### config.mk
export PLATFORM = sky130hd
export DESIGN_NAME = dcache_line_state
export DESIGN_NICKNAME = d
export VERILOG_FILES = /design/src/dcache_cfg_pkg.sv /design/src/dcache_line_state.sv
export SDC_FILE = /design/constraint.sdc
export NUM_CORES = 2
export LEC_CHECK = 0
export CAP_MARGIN = 30
export CORE_MARGIN = 2
export CORE_UTILIZATION = 45
export CTS_CLUSTER_DIAMETER = 120
export DETAILED_ROUTE_END_ITERATION = 6
export DONT_BUFFER_PORTS = 1
export PLACE_DENSITY = 0.64
export SYNTH_ARGS = -nofsm -noshare
export SYNTH_HDL_FRONTEND = slang
export SYNTH_SLANG_ARGS = --single-unit
### constraint.sdc
create_clock -name clk_i -period 6.1 [get_ports clk_i]
set_clock_uncertainty 0.1 [all_clocks]
set_input_delay 0.915 -clock clk_i [delete_from_list [all_inputs] [get_ports clk_i]]
set_output_delay 0.915 -clock clk_i [all_outputs]
set_load 0.01 [all_outputs]
### src/dcache_cfg_pkg.sv
package dcache_cfg_pkg;

    // Word address, byte address bits 18:2
    localparam int unsigned ADDR_W = 17;

    // Byte address bits 18:11
    localparam int unsigned TAG_W = 8;

    // Byte address bits 10:2
    localparam int unsigned INDEX_W = 9;

    localparam int unsigned SETS = 512;

    localparam int unsigned DATA_W = 32;
    localparam int unsigned STRB_W = 4;

    // Spare bit, tag, data
    localparam int unsigned SRAM_W = 41;

endpackage
### src/dcache_line_state.sv
`timescale 1ns/100ps

module dcache_line_state (
    input  logic                                clk_i,
    input  logic                                rst_i,
    input  logic [dcache_cfg_pkg::INDEX_W-1:0]  index_i,
    output logic                                valid_o,
    output logic                                dirty_o,
    input  logic                                upd_i,
    input  logic                                valid_i,
    input  logic                                dirty_i
);

    logic [dcache_cfg_pkg::SETS-1:0] valid_q;
    logic [dcache_cfg_pkg::SETS-1:0] dirty_q;

    always_ff @(posedge clk_i) begin
        if (rst_i) begin
            valid_q <= '0;
            dirty_q <= '0;
        end else if (upd_i) begin
            valid_q[index_i] <= valid_i;
            dirty_q[index_i] <= dirty_i;
        end
    end

    // Lookup is combinational so the controller sees it with the tag read
    assign valid_o = valid_q[index_i];
    assign dirty_o = dirty_q[index_i];

    dirty_implies_valid_a: assert property (
        @(posedge clk_i) disable iff (rst_i)
        (dirty_q & ~valid_q) == '0
    );

endmodule

==> results_dict.tcl <==
set metrics [dict create \
    grt_pass1_wl_um 224000 \
    pwr-share-clk 0.486 \
    r2r_slack_ns 5.18 \
    grt_max_degree 1025 \
    switching_power_mw 3.00 \
    status "finished, violations left" \
    fin_ws_ns 1.11 \
    drt_iter0_markers 5016 \
    p_leak_nw 17.3 \
    endpoint "dirty_o" \
    power_density_nw_per_um2 268 \
    switching_share 0.219 \
    syn-cell-area_um2 47300 \
    drc_errors 2 \
    antenna_left 0 \
    routed_via_density 6.05 \
    drive_gt1_frac 0.0919 \
    slew_headroom -1.72 \
    worst_slew_pin_slew_ns 4.08 \
    critPathCaptureType "primary output" \
    rr_endpoint "valid_q[303]$_SDFFE_PP0P_" \
    design_area_um2 50900 \
    ys_seq_area_frac 0.433 \
    synth_edf_count 0 \
    fin_crit_ns 4.99 \
    peakVddDrop_uv 259 \
    cts.repair.resized 0 \
    seqPwrFrac 0.490 \
    holdBufCountCts 0 \
    rows 118 \
    placement.io_buffers 0 \
    post_cts_buffers 0 \
    fin_hold_ws_ns 0.291 \
    grt.overflow.total 0 \
    syn_nets 5716 \
    start_util 0.455 \
    critPathMaxFanout 309 \
    dp_hpwl_um 80900 \
    timing.final.crit_share 0.818 \
    rr_worst_depth 2 \
    yosys.cell_count.top_type "nand2_1" \
    dr.pass1.iters 7 \
    synth-main-ff-cell "dfxtp_1" \
    post_dp_cell_area_um2 47400 \
    cts-buffers-inserted 104 \
    setup_viol 0 \
    tns_ns 0 \
    postSynthCellCount 5702 \
    detail_route.wl_per_cell_um 21.6 \
    critPathLaunchType "input port" \
    synth_seq_cells 1024 \
    die_area_um2 108000 \
    rsz0062_at_grt "false" \
    synthArstFlopShare 0 \
    cts_buffer_depth 3 \
    critPathLaunch "index_i[0]" \
    fmax_mhz 200 \
    final_nets 5303 \
    cts-root-buf "clkbuf_16" \
    hold_violations 0 \
    vias 40900 \
    synth_cell_types 56 \
    grt_use_total 0.262 \
    drv_cap 0 \
    grt_pass1_vias 37700 \
    violations "design-rule violations, max-slew violations" \
    cts_max_level 3 \
    clkTransAtPathRegs_ns 0.06 \
    cp.arrival_ns 3.98 \
    synthTopCellsByCount "nand2_1, dfxtp_1, a21oi_1" \
    p_total_mw 13.7 \
    syn_area_per_cell_um2 8.29 \
    synth.largest_area_cell "dfxtp_1" \
    clock_latency_ns 0.67 \
    synth.top_cell.area_share 0.433 \
    p_comb_frac 0.024 \
    netlist_top_cells_area "dfxtp_1, mux4_2, a21oi_1" \
    worstSetupPathType "input port to primary output" \
    ios 16 \
    fillers 9974 \
    r2r-start "valid_q[303]$_SDFFE_PP0P_" \
    coreArea_um2 104000 \
    p_int_mw 10.7 \
    cts_num_sinks 1024 \
    place_ws_ns 1.41 \
    yosys_warnings 0 \
    cp.required_ns 5.08 \
    slew_violations 1340 \
    antenna_found_initial 0 \
    syn_to_final_growth_pct 7.73 \
    die_w_um 328 \
    tritoncts "built" \
    gp_congestion 0.878 \
    routed_wirelength_um 146000 \
    hold_path_class "input port to flop" \
    die_h_um 328 \
]
[through the flow]
stage / utilization / cells
after floorplan: - / 5702
after global placement: 0.453 / 6547
after detailed placement: 0.456 / 6562
after CTS: 0.490 / 6756
after global routing: 0.490 / 6757
final: 0.490 / 6758
[layout by cell type, fill, tap and decap left out, types with 6 or more instances in the layout]
master	instances
clkinv_2	25
buf_4	47
o22ai_1	27
mux4_2	217
nor2_1	596
clkbuf_16	104
nand2b_1	6
a22oi_1	38
a21oi_1	812
a41oi_1	6
nand4_1	12
nor2b_1	7
nand2_4	9
o21ai_0	645
mux2i_1	341
clkbuf_8	34
nand2_1	1069
dfxtp_1	1024
a221oi_1	22
bufinv_16	7
nand3_1	192
nor3_1	8
clkbuf_1	15
[kinds of logic after synthesis]
group,after synthesis,share of synthesized area
multiplexers,561,0.176
flip-flops,1024,0.433
buffers and inverters,580,0.0501
AO/OA/AOI/OAI,1579,0.174
AND/OR/NAND/NOR,1958,0.166
[area by class of cell]
type | instances | area [µm²] | area share
multi-input combinational | 4098 | 24600 | 0.482
sequential | 1024 | 20500 | 0.402
clock buffer | 153 | 3130 | 0.0614
tap | 1380 | 1730 | 0.0339
timing repair buffer | 60 | 597 | 0.0117
clock inverter | 41 | 434 | 0.00852
inverter | 1 | 5.00 | 0.0000982
antenna | 1 | 2.50 | 0.0000491
[power by group through the flow]
| stage | logic, mW | clock network (mW) | registers (mW) |
|---|---|---|---|
| floorplan | 0.492 | 0 | 6.84 |
| global placement | 0.311 | 0 | 6.84 |
| detailed placement | 0.321 | 0 | 6.84 |
| CTS | 0.321 | 6.70 | 6.69 |
| global route | 0.339 | 6.97 | 6.69 |
| finish | 0.335 | 6.64 | 6.69 |
[flip-flops by register name (all words and copies together) (netlist names)]
register	flops
valid_q	512
dirty_q	512
[critical path, cell delays in order]
cell	delay [ns]
mux4_2	0.77
a211oi_1	0.49
o211a_1	0.23
a311o_1	0.26
nand4_1	0.12
or4_1	0.75
[layer usage]
layer,wire length (µm),global-route usage,share of wire
met2,65200,0.401,0.45
met1,63700,0.377,0.44
met3,12200,0.0390,0.083
met5,0,0,0
met4,4960,0.0918,0.034
[worst min path at each step]
stage                                         start                        end  slack (ns)  cells after the start
after floorplan            dirty_q[10]$_SDFFE_PP0P_   dirty_q[10]$_SDFFE_PP0P_        0.33                      2
after global routing                          rst_i  dirty_q[501]$_SDFFE_PP0P_        0.29                      1
final                                       valid_i  valid_q[264]$_SDFFE_PP0P_        0.29                      2
after CTS                                     rst_i  dirty_q[501]$_SDFFE_PP0P_        0.28                      1
after global placement    valid_q[270]$_SDFFE_PP0P_  valid_q[270]$_SDFFE_PP0P_        0.34                      2
after detailed placement  valid_q[258]$_SDFFE_PP0P_  valid_q[258]$_SDFFE_PP0P_        0.35                      2
Note: power is estimated with default switching activity, not from simulation.
