==> src/dcache_cfg_pkg.sv <==
package dcache_cfg_pkg;

    // Word address, byte address bits 18:2
    localparam int unsigned ADDR_W = 17;

    // Byte address bits 18:11
    localparam int unsigned TAG_W = 8;

    // Byte address bits 10:2
    localparam int unsigned INDEX_W = 9;

    localparam int unsigned SETS = 512;

    localparam int unsigned DATA_W = 32;
    localparam int unsigned STRB_W = 4;

    // Spare bit, tag, data
    localparam int unsigned SRAM_W = 41;

endpackage
==> src/dcache_if_pkg.sv <==
package dcache_if_pkg;

    // Core side request, strb of zero is a load
    typedef struct packed {
        logic                                sel;
        logic [dcache_cfg_pkg::ADDR_W-1:0]   addr;
        logic [dcache_cfg_pkg::DATA_W-1:0]   wdata;
        logic [dcache_cfg_pkg::STRB_W-1:0]   strb;
    } core_req_t;

    // Memory request, wstrb of zero is a read
    typedef struct packed {
        logic                                valid;
        logic [dcache_cfg_pkg::ADDR_W-1:0]   addr;
        logic [dcache_cfg_pkg::DATA_W-1:0]   wdata;
        logic [dcache_cfg_pkg::STRB_W-1:0]   wstrb;
    } mem_req_t;

    typedef struct packed {
        logic                                ready;
        logic [dcache_cfg_pkg::DATA_W-1:0]   rdata;
    } mem_rsp_t;

    // wmask msb enables the tag field
    typedef struct packed {
        logic                                en;
        logic [dcache_cfg_pkg::INDEX_W-1:0]  addr;
        logic [dcache_cfg_pkg::STRB_W:0]     wmask;
        logic [dcache_cfg_pkg::SRAM_W-1:0]   din;
    } sram_wr_t;

    typedef struct packed {
        logic                                en;
        logic [dcache_cfg_pkg::INDEX_W-1:0]  addr;
    } sram_rd_t;

    typedef enum logic [2:0] {
        IDLE,
        TAG_READ,
        ARRAY_WRITE,
        MEM_READ,
        MEM_WRITE,
        DONE
    } ctrl_state_e;

endpackage

==> src/dcache_ctrl.sv <==
`timescale 1ns/100ps

module dcache_ctrl (
    input  logic                                clk_i,
    input  logic                                rst_i,
    input  dcache_if_pkg::core_req_t            core_req_i,
    output logic [dcache_cfg_pkg::DATA_W-1:0]   rdata_o,
    output logic                                stall_o,
    output dcache_if_pkg::mem_req_t             mem_req_o,
    input  dcache_if_pkg::mem_rsp_t             mem_rsp_i,
    output dcache_if_pkg::sram_wr_t             sram_wr_o,
    output dcache_if_pkg::sram_rd_t             sram_rd_o,
    input  logic [dcache_cfg_pkg::SRAM_W-1:0]   sram_dout_i,
    output logic [dcache_cfg_pkg::INDEX_W-1:0]  line_index_o,
    input  logic                                line_valid_i,
    input  logic                                line_dirty_i,
    output logic                                line_upd_o,
    output logic                                line_valid_o,
    output logic                                line_dirty_o
);

    dcache_if_pkg::ctrl_state_e state_q;
    dcache_if_pkg::mem_req_t    mem_req_q;

    logic [dcache_cfg_pkg::DATA_W-1:0]   rdata_q;
    logic [dcache_cfg_pkg::DATA_W-1:0]   fill_data_q;
    logic                                fill_use_q;
    logic                                reread_q;

    logic [dcache_cfg_pkg::INDEX_W-1:0]  req_index;
    logic [dcache_cfg_pkg::TAG_W-1:0]    req_tag;
    logic [dcache_cfg_pkg::TAG_W-1:0]    arr_tag;
    logic [dcache_cfg_pkg::DATA_W-1:0]   arr_data;
    logic [dcache_cfg_pkg::DATA_W-1:0]   merged;
    logic                                is_load;
    logic                                full_mask;
    logic                                hit;
    logic                                evict;

    assign req_index = core_req_i.addr[dcache_cfg_pkg::INDEX_W-1:0];
    assign req_tag   = core_req_i.addr[dcache_cfg_pkg::ADDR_W-1:dcache_cfg_pkg::INDEX_W];
    assign arr_tag   = sram_dout_i[dcache_cfg_pkg::DATA_W +: dcache_cfg_pkg::TAG_W];
    assign arr_data  = sram_dout_i[dcache_cfg_pkg::DATA_W-1:0];

    assign is_load   = core_req_i.strb == '0;
    assign full_mask = &core_req_i.strb;

    // Valid bit masks the compare against an unwritten entry
    assign hit   = line_valid_i && (arr_tag == req_tag);
    assign evict = line_valid_i && line_dirty_i && (arr_tag != req_tag);

    // Strobed bytes from the core, the rest from memory
    always_comb begin
        for (int b = 0; b < dcache_cfg_pkg::STRB_W; b++) begin
            merged[8*b +: 8] = core_req_i.strb[b] ? core_req_i.wdata[8*b +: 8]
                                                  : mem_rsp_i.rdata[8*b +: 8];
        end
    end

    always_ff @(posedge clk_i) begin
        if (rst_i) begin
            state_q    <= dcache_if_pkg::IDLE;
            mem_req_q  <= '0;
            fill_use_q <= 1'b0;
            reread_q   <= 1'b0;
        end else begin
            case (state_q)
                dcache_if_pkg::IDLE: begin
                    fill_use_q <= 1'b0;
                    if (core_req_i.sel) begin
                        state_q <= dcache_if_pkg::TAG_READ;
                    end
                end
                dcache_if_pkg::TAG_READ: begin
                    if (reread_q) begin
                        // Read of the filled line is in flight
                        reread_q <= 1'b0;
                    end else if (hit) begin
                        state_q <= is_load ? dcache_if_pkg::DONE : dcache_if_pkg::ARRAY_WRITE;
                    end else if (evict) begin
                        // Victim word waits in the write request
                        mem_req_q <= '{valid: 1'b1, addr: {arr_tag, req_index},
                                       wdata: arr_data, wstrb: '1};
                        state_q   <= dcache_if_pkg::MEM_WRITE;
                    end else if (full_mask) begin
                        state_q <= dcache_if_pkg::ARRAY_WRITE;
                    end else begin
                        mem_req_q <= '{valid: 1'b1, addr: core_req_i.addr,
                                       wdata: '0, wstrb: '0};
                        state_q   <= dcache_if_pkg::MEM_READ;
                    end
                end
                dcache_if_pkg::MEM_WRITE: begin
                    if (mem_rsp_i.ready) begin
                        if (full_mask) begin
                            mem_req_q.valid <= 1'b0;
                            state_q         <= dcache_if_pkg::ARRAY_WRITE;
                        end else begin
                            mem_req_q <= '{valid: 1'b1, addr: core_req_i.addr,
                                           wdata: '0, wstrb: '0};
                            state_q   <= dcache_if_pkg::MEM_READ;
                        end
                    end
                end
                dcache_if_pkg::MEM_READ: begin
                    if (mem_rsp_i.ready) begin
                        mem_req_q.valid <= 1'b0;
                        fill_use_q      <= 1'b1;
                        state_q         <= dcache_if_pkg::ARRAY_WRITE;
                    end
                end
                dcache_if_pkg::ARRAY_WRITE: begin
                    fill_use_q <= 1'b0;
                    if (is_load) begin
                        reread_q <= 1'b1;
                        state_q  <= dcache_if_pkg::TAG_READ;
                    end else begin
                        state_q <= dcache_if_pkg::DONE;
                    end
                end
                dcache_if_pkg::DONE: begin
                    state_q <= dcache_if_pkg::IDLE;
                end
                default: begin
                    state_q <= dcache_if_pkg::IDLE;
                end
            endcase
        end
    end

    always_ff @(posedge clk_i) begin
        if (state_q == dcache_if_pkg::TAG_READ && !reread_q && hit) begin
            rdata_q <= arr_data;
        end
        // A load has no strobed bytes and takes the memory word whole
        if (state_q == dcache_if_pkg::MEM_READ && mem_rsp_i.ready) begin
            fill_data_q <= merged;
        end
    end

    always_comb begin
        sram_rd_o.en   = (state_q == dcache_if_pkg::IDLE && core_req_i.sel) ||
                         (state_q == dcache_if_pkg::TAG_READ && reread_q);
        sram_rd_o.addr = req_index;

        sram_wr_o.en    = state_q == dcache_if_pkg::ARRAY_WRITE;
        sram_wr_o.addr  = req_index;
        sram_wr_o.wmask = fill_use_q ? '1 : {1'b1, core_req_i.strb};
        sram_wr_o.din   = {1'b0, req_tag, fill_use_q ? fill_data_q : core_req_i.wdata};

        // Loads fill clean, stores leave the line dirty
        line_upd_o   = state_q == dcache_if_pkg::ARRAY_WRITE;
        line_valid_o = 1'b1;
        line_dirty_o = !is_load;
    end

    assign line_index_o = req_index;
    assign mem_req_o    = mem_req_q;
    assign rdata_o      = rdata_q;
    assign stall_o      = core_req_i.sel && (state_q != dcache_if_pkg::DONE);

    mem_valid_state_a: assert property (
        @(posedge clk_i) disable iff (rst_i)
        mem_req_o.valid |->
            state_q inside {dcache_if_pkg::MEM_READ, dcache_if_pkg::MEM_WRITE}
    );

    mem_req_stable_a: assert property (
        @(posedge clk_i) disable iff (rst_i)
        mem_req_o.valid && !mem_rsp_i.ready |=> $stable(mem_req_o)
    );

    sram_no_collide_a: assert property (
        @(posedge clk_i) disable iff (rst_i)
        sram_wr_o.en && sram_rd_o.en |-> sram_wr_o.addr != sram_rd_o.addr
    );

endmodule

==> config.mk <==
export PLATFORM = sky130hd
export DESIGN_NAME = dcache_ctrl
export DESIGN_NICKNAME = d
export VERILOG_FILES = /design/src/dcache_cfg_pkg.sv /design/src/dcache_if_pkg.sv /design/src/dcache_ctrl.sv
export SDC_FILE = /design/constraint.sdc
export NUM_CORES = 1
export LEC_CHECK = 0
export BUFFER_PORTS_ARGS = -buffer_cell sky130_fd_sc_hd__buf_4
export CAP_MARGIN = 20
export CORE_ASPECT_RATIO = 1.5
export CORE_UTILIZATION = 40
export DETAILED_ROUTE_END_ITERATION = 10
export GPL_ROUTABILITY_DRIVEN = 0
export GPL_TIMING_DRIVEN = 0
export PLACE_DENSITY = 0.73
export SLEW_MARGIN = 25
export SYNTH_ARGS = -nofsm -noshare
export SYNTH_HDL_FRONTEND = slang
export SYNTH_SLANG_ARGS = --single-unit
export TNS_END_PERCENT = 20
==> constraint.sdc <==
create_clock -name clk_i -period 3.1 [get_ports clk_i]
set_clock_uncertainty 0.1 [all_clocks]
set_input_delay 0.155 -clock clk_i [delete_from_list [all_inputs] [get_ports clk_i]]
set_output_delay 0.155 -clock clk_i [all_outputs]
set_load 0.02 [all_outputs]
==> metrics.md <==
| Metric | Value |
|---|---|
| Remaining Overflow, GRT | 0 |
| Post-synth top flop | edfxtp_1 |
| Async S/R FF share, synth | 0% |
| Arrival time at the worst endpoint | 3.03 ns |
| First-pass GRT wire length | ~29000 um |
| Layout cells sized above 1 | 51.6% |
| Cell accounting for the most synthesized area | edfxtp_1 |
| Crit-path most repeated cell | dlygate4sd3_1 |
| HP Start | mem_rsp_i[32] |
| FF+latch count, synth | 120 |
| Final Net Count | about 1000 |
| Synth top cells by count | edfxtp_1 (64), mux2_2 (64), dfxtp_1 (56) |
| Initial DRC Count | between 200 and 250 |
| Final non-filler cell total | between 1000 and 1500 |
| Final min period | 2.79 ns |
| Core area | 13100 um2 |
| Post-synth EDFFs | between 60 and 70 |
| CP Class | input port to flop |
| Worst-case clock buffer depth | 2 |
| Fin. max-slew vios | 0 |
| FF-to-FF End | mem_req_o[48] |
| Crit Path Max Fanout | 10 |
| Detailed Routing Iterations Pass 1 | 4 |
| CP top delay family | buffers and inverters |
| Vias post-DR | 5360 |
| Critical Path Stages | 9 |
| Yosys warning count | 0 |
| # fillers | 882 |
| Hold EP | fill_use_q |
| Post-synthesis sequential area ratio | a little under three fifths |
| Via-to-Cell Ratio | 5.17 |
| Placed cell areas | 7830 um2 |
| Initial antenna violation count | 0 |
| CTS sink cnt | 120 |
| Post-CTS setup buffer count | 0 |
| Die area | 14100 um2 |
| H-tree Lvls | 4 |
| Total track usage | 25.8% |
| Port buffer count | between 200 and 300 |
| Number of global-route vias before repair | 5660 |
| Worst-margin pin slew | roughly 0.83 ns |
| Worst Hold Slack | 0.117 ns |
| Count of final setup violators | 0 |
| Hold path depth | 4 |
| Antenna-violating nets left | 0 |
| Reg2reg start | state_q[1] |
| Min-delay worst type | input port to flop |
| Final instance area | approximately 9700 um2 |
| Root Driver | clkbuf_16 |
| Unrepaired setup endpoints after global routing | false |
| Crit path capture type | flop |
| Final TNS setup | 0 ns |
| Layout area overhead | 77.5% |
| Yosys cell types | between 40 and 50 |
| CP Data Required Time | 3.34 ns |
| CP Cell Sequence | dlygate4sd3_1, buf_4, xor2_1, nor4_1, and4_1, buf_1, nor2_2, a311oi_1, dlygate4sd3_1 |
| # DRC | 0 |
| Mean cell area of the mapped netlist | 12.6 um2 |
| Mapped Area | approximately 5400 um2 |
| Final period util | between 80 and 90% |
| Final wirelength | 19000 um |
| Static leakage | between 4 and 5 nW |
| Largest cells by area after synthesis | edfxtp_1 (35%), dfxtp_1 (21%), mux2_2 (13%) |
| Ports | 297 |
| Largest net degree at the start of global routing | 34 |
| CTS tree | yes |
| Skew-Pair Late Insertion Delay | around 0.40 ns |
| CP peak stage delay | around 0.60 ns |
| Worst r2r path cells | 7 |
| Max-cap viol count | 0 |
| Site Rows | 51 |
| Syn Inst Count | 433 |
| Initial cell density of the core | between 40 and 50% |
| Inst Count DP | 884 |
| Cell Pwr Density | 502 nW/um2 |
| Width of the die | 97.2 um |
| Achievable frequency | 358 MHz |
| CTS Buf Count | 17 |
| Clock transition at path regs | approximately 0.06 ns |
| Drt wl/cell | around 18 um |
| Cts repair resizes | 0 |
| Critical path's slowest cell | dlygate4sd3_1 |
| DP Wirelength | 12200 um |
| Antenna Cells | 0 |
| Worst vdd ir | 0.000324 V |
| Synth top area share | a little over a third |
| CP bufs+invs | 4 |
| Die Ht | around 140 um |
| Slew Limit Headroom | around 45% |
| Outcome | finished clean |
| Hold Violations, Final | 0 |
| CP startpoint kind | input port |
| R2r setup slk | 0.42 ns |
## power by group
part | internal [mW] | switching, mW
Combinational | 0.542 | 0.477
Sequential | 1.73 | 0.0364
Clock | 1.28 | 0.775
## cell families (layout without fill, tap and decap cells)
logic type	count (synthesis)	in the layout	share of synthesized area, %
mux	66	66	13.6
compound gates	106	106	13.8
simple gates	56	56	6.42
flops	120	120	55.9
other cells	2	3	0.138
buf+inv	75	519	8.78
xor+xnor	8	8	1.29
## area by class of cell
| type | instances | area [um2] | share of cell area (%) |
|---|---|---|---|
| well taps | 159 | 199 | 2.06 |
| repair buffers | 412 | 3400 | 35.2 |
| flip-flops and latches | 120 | 3040 | 31.5 |
| multi-input cells | 239 | 1930 | 19.9 |
| plain buffers | 69 | 455 | 4.72 |
| clock inverters | 15 | 193 | 1.99 |
| inverters | 6 | 22.5 | 0.233 |
| clock buffers | 17 | 425 | 4.40 |
## registers in the layout (all words and copies together), names as in the netlist
register,count
fill_data_q,32
fill_use_q,1
mem_req_o,51
rdata_o,32
reread_q,1
state_q,3
## layer usage
layer	up-vias	GRT usage (%)	wire length, um
met5	-	0	0
met3	23	5.96	1180
met4	0	9.44	294
met1	2613	27.0	6840
li1	2473	-	-
met2	251	50.3	10600
## worst max path at each step
stage                    start       endpoint  slack (ns)
2_1_floorplan       state_q[2]  mem_req_o[53]        0.85
3_3_place_gp    core_req_i[52]     rdata_o[4]        0.30
3_5_place_dp        state_q[1]   mem_req_o[8]        0.74
4_1_cts        sram_dout_i[35]  mem_req_o[51]        0.41
5_1_grt        sram_dout_i[34]  mem_req_o[48]        0.10
6_report       sram_dout_i[35]  mem_req_o[48]        0.31
## worst reg2reg max path: cells and delay by family (launching register included)
family                 cells  cell delay [ns]
AOI/OAI and AO/OA          3             0.66
buffers and inverters      2             0.76
DFF                        1             0.30
and+or+nand+nor            2             0.76
## layout by cell type (no fill, tap or decap), types with 4 or more instances in the layout
master / Yosys / layout
clkbuf_1: 16 / 16
o21ai_0: 19 / 19
dfxtp_1: 56 / 56
mux2_2: 64 / 64
clkbuf_16: 0 / 17
buf_4: 43 / 334
xor2_1: 8 / 8
dlygate4sd3_1: 0 / 121
buf_2: 4 / 4
nand2_1: 4 / 4
inv_1: 6 / 5
a21oi_1: 27 / 27
a311oi_1: 9 / 9
or2_2: 5 / 5
nor2_1: 5 / 5
edfxtp_1: 64 / 64
buf_6: 4 / 4
nand3_1: 17 / 17
a22o_1: 32 / 32
## timing repair
item,4_1_cts,5_1_grt
hold buffers,121,0
hold endpoints to repair,113,0
endpoints found under the setup margin,0,0
## metrics by stage
stage | utilization (%) | setup slack, ns | power [mW]
final | 73.5 | 0.310 | 4.85
after detailed placement | 59.6 | 0.736 | 2.64
after global routing | 73.5 | 0.101 | 5.00
after floorplan | - | 0.848 | 2.25
after CTS | 73.5 | 0.414 | 4.85
after global placement | 59.6 | 0.300 | 2.62
(Power assumes the default switching activity.)
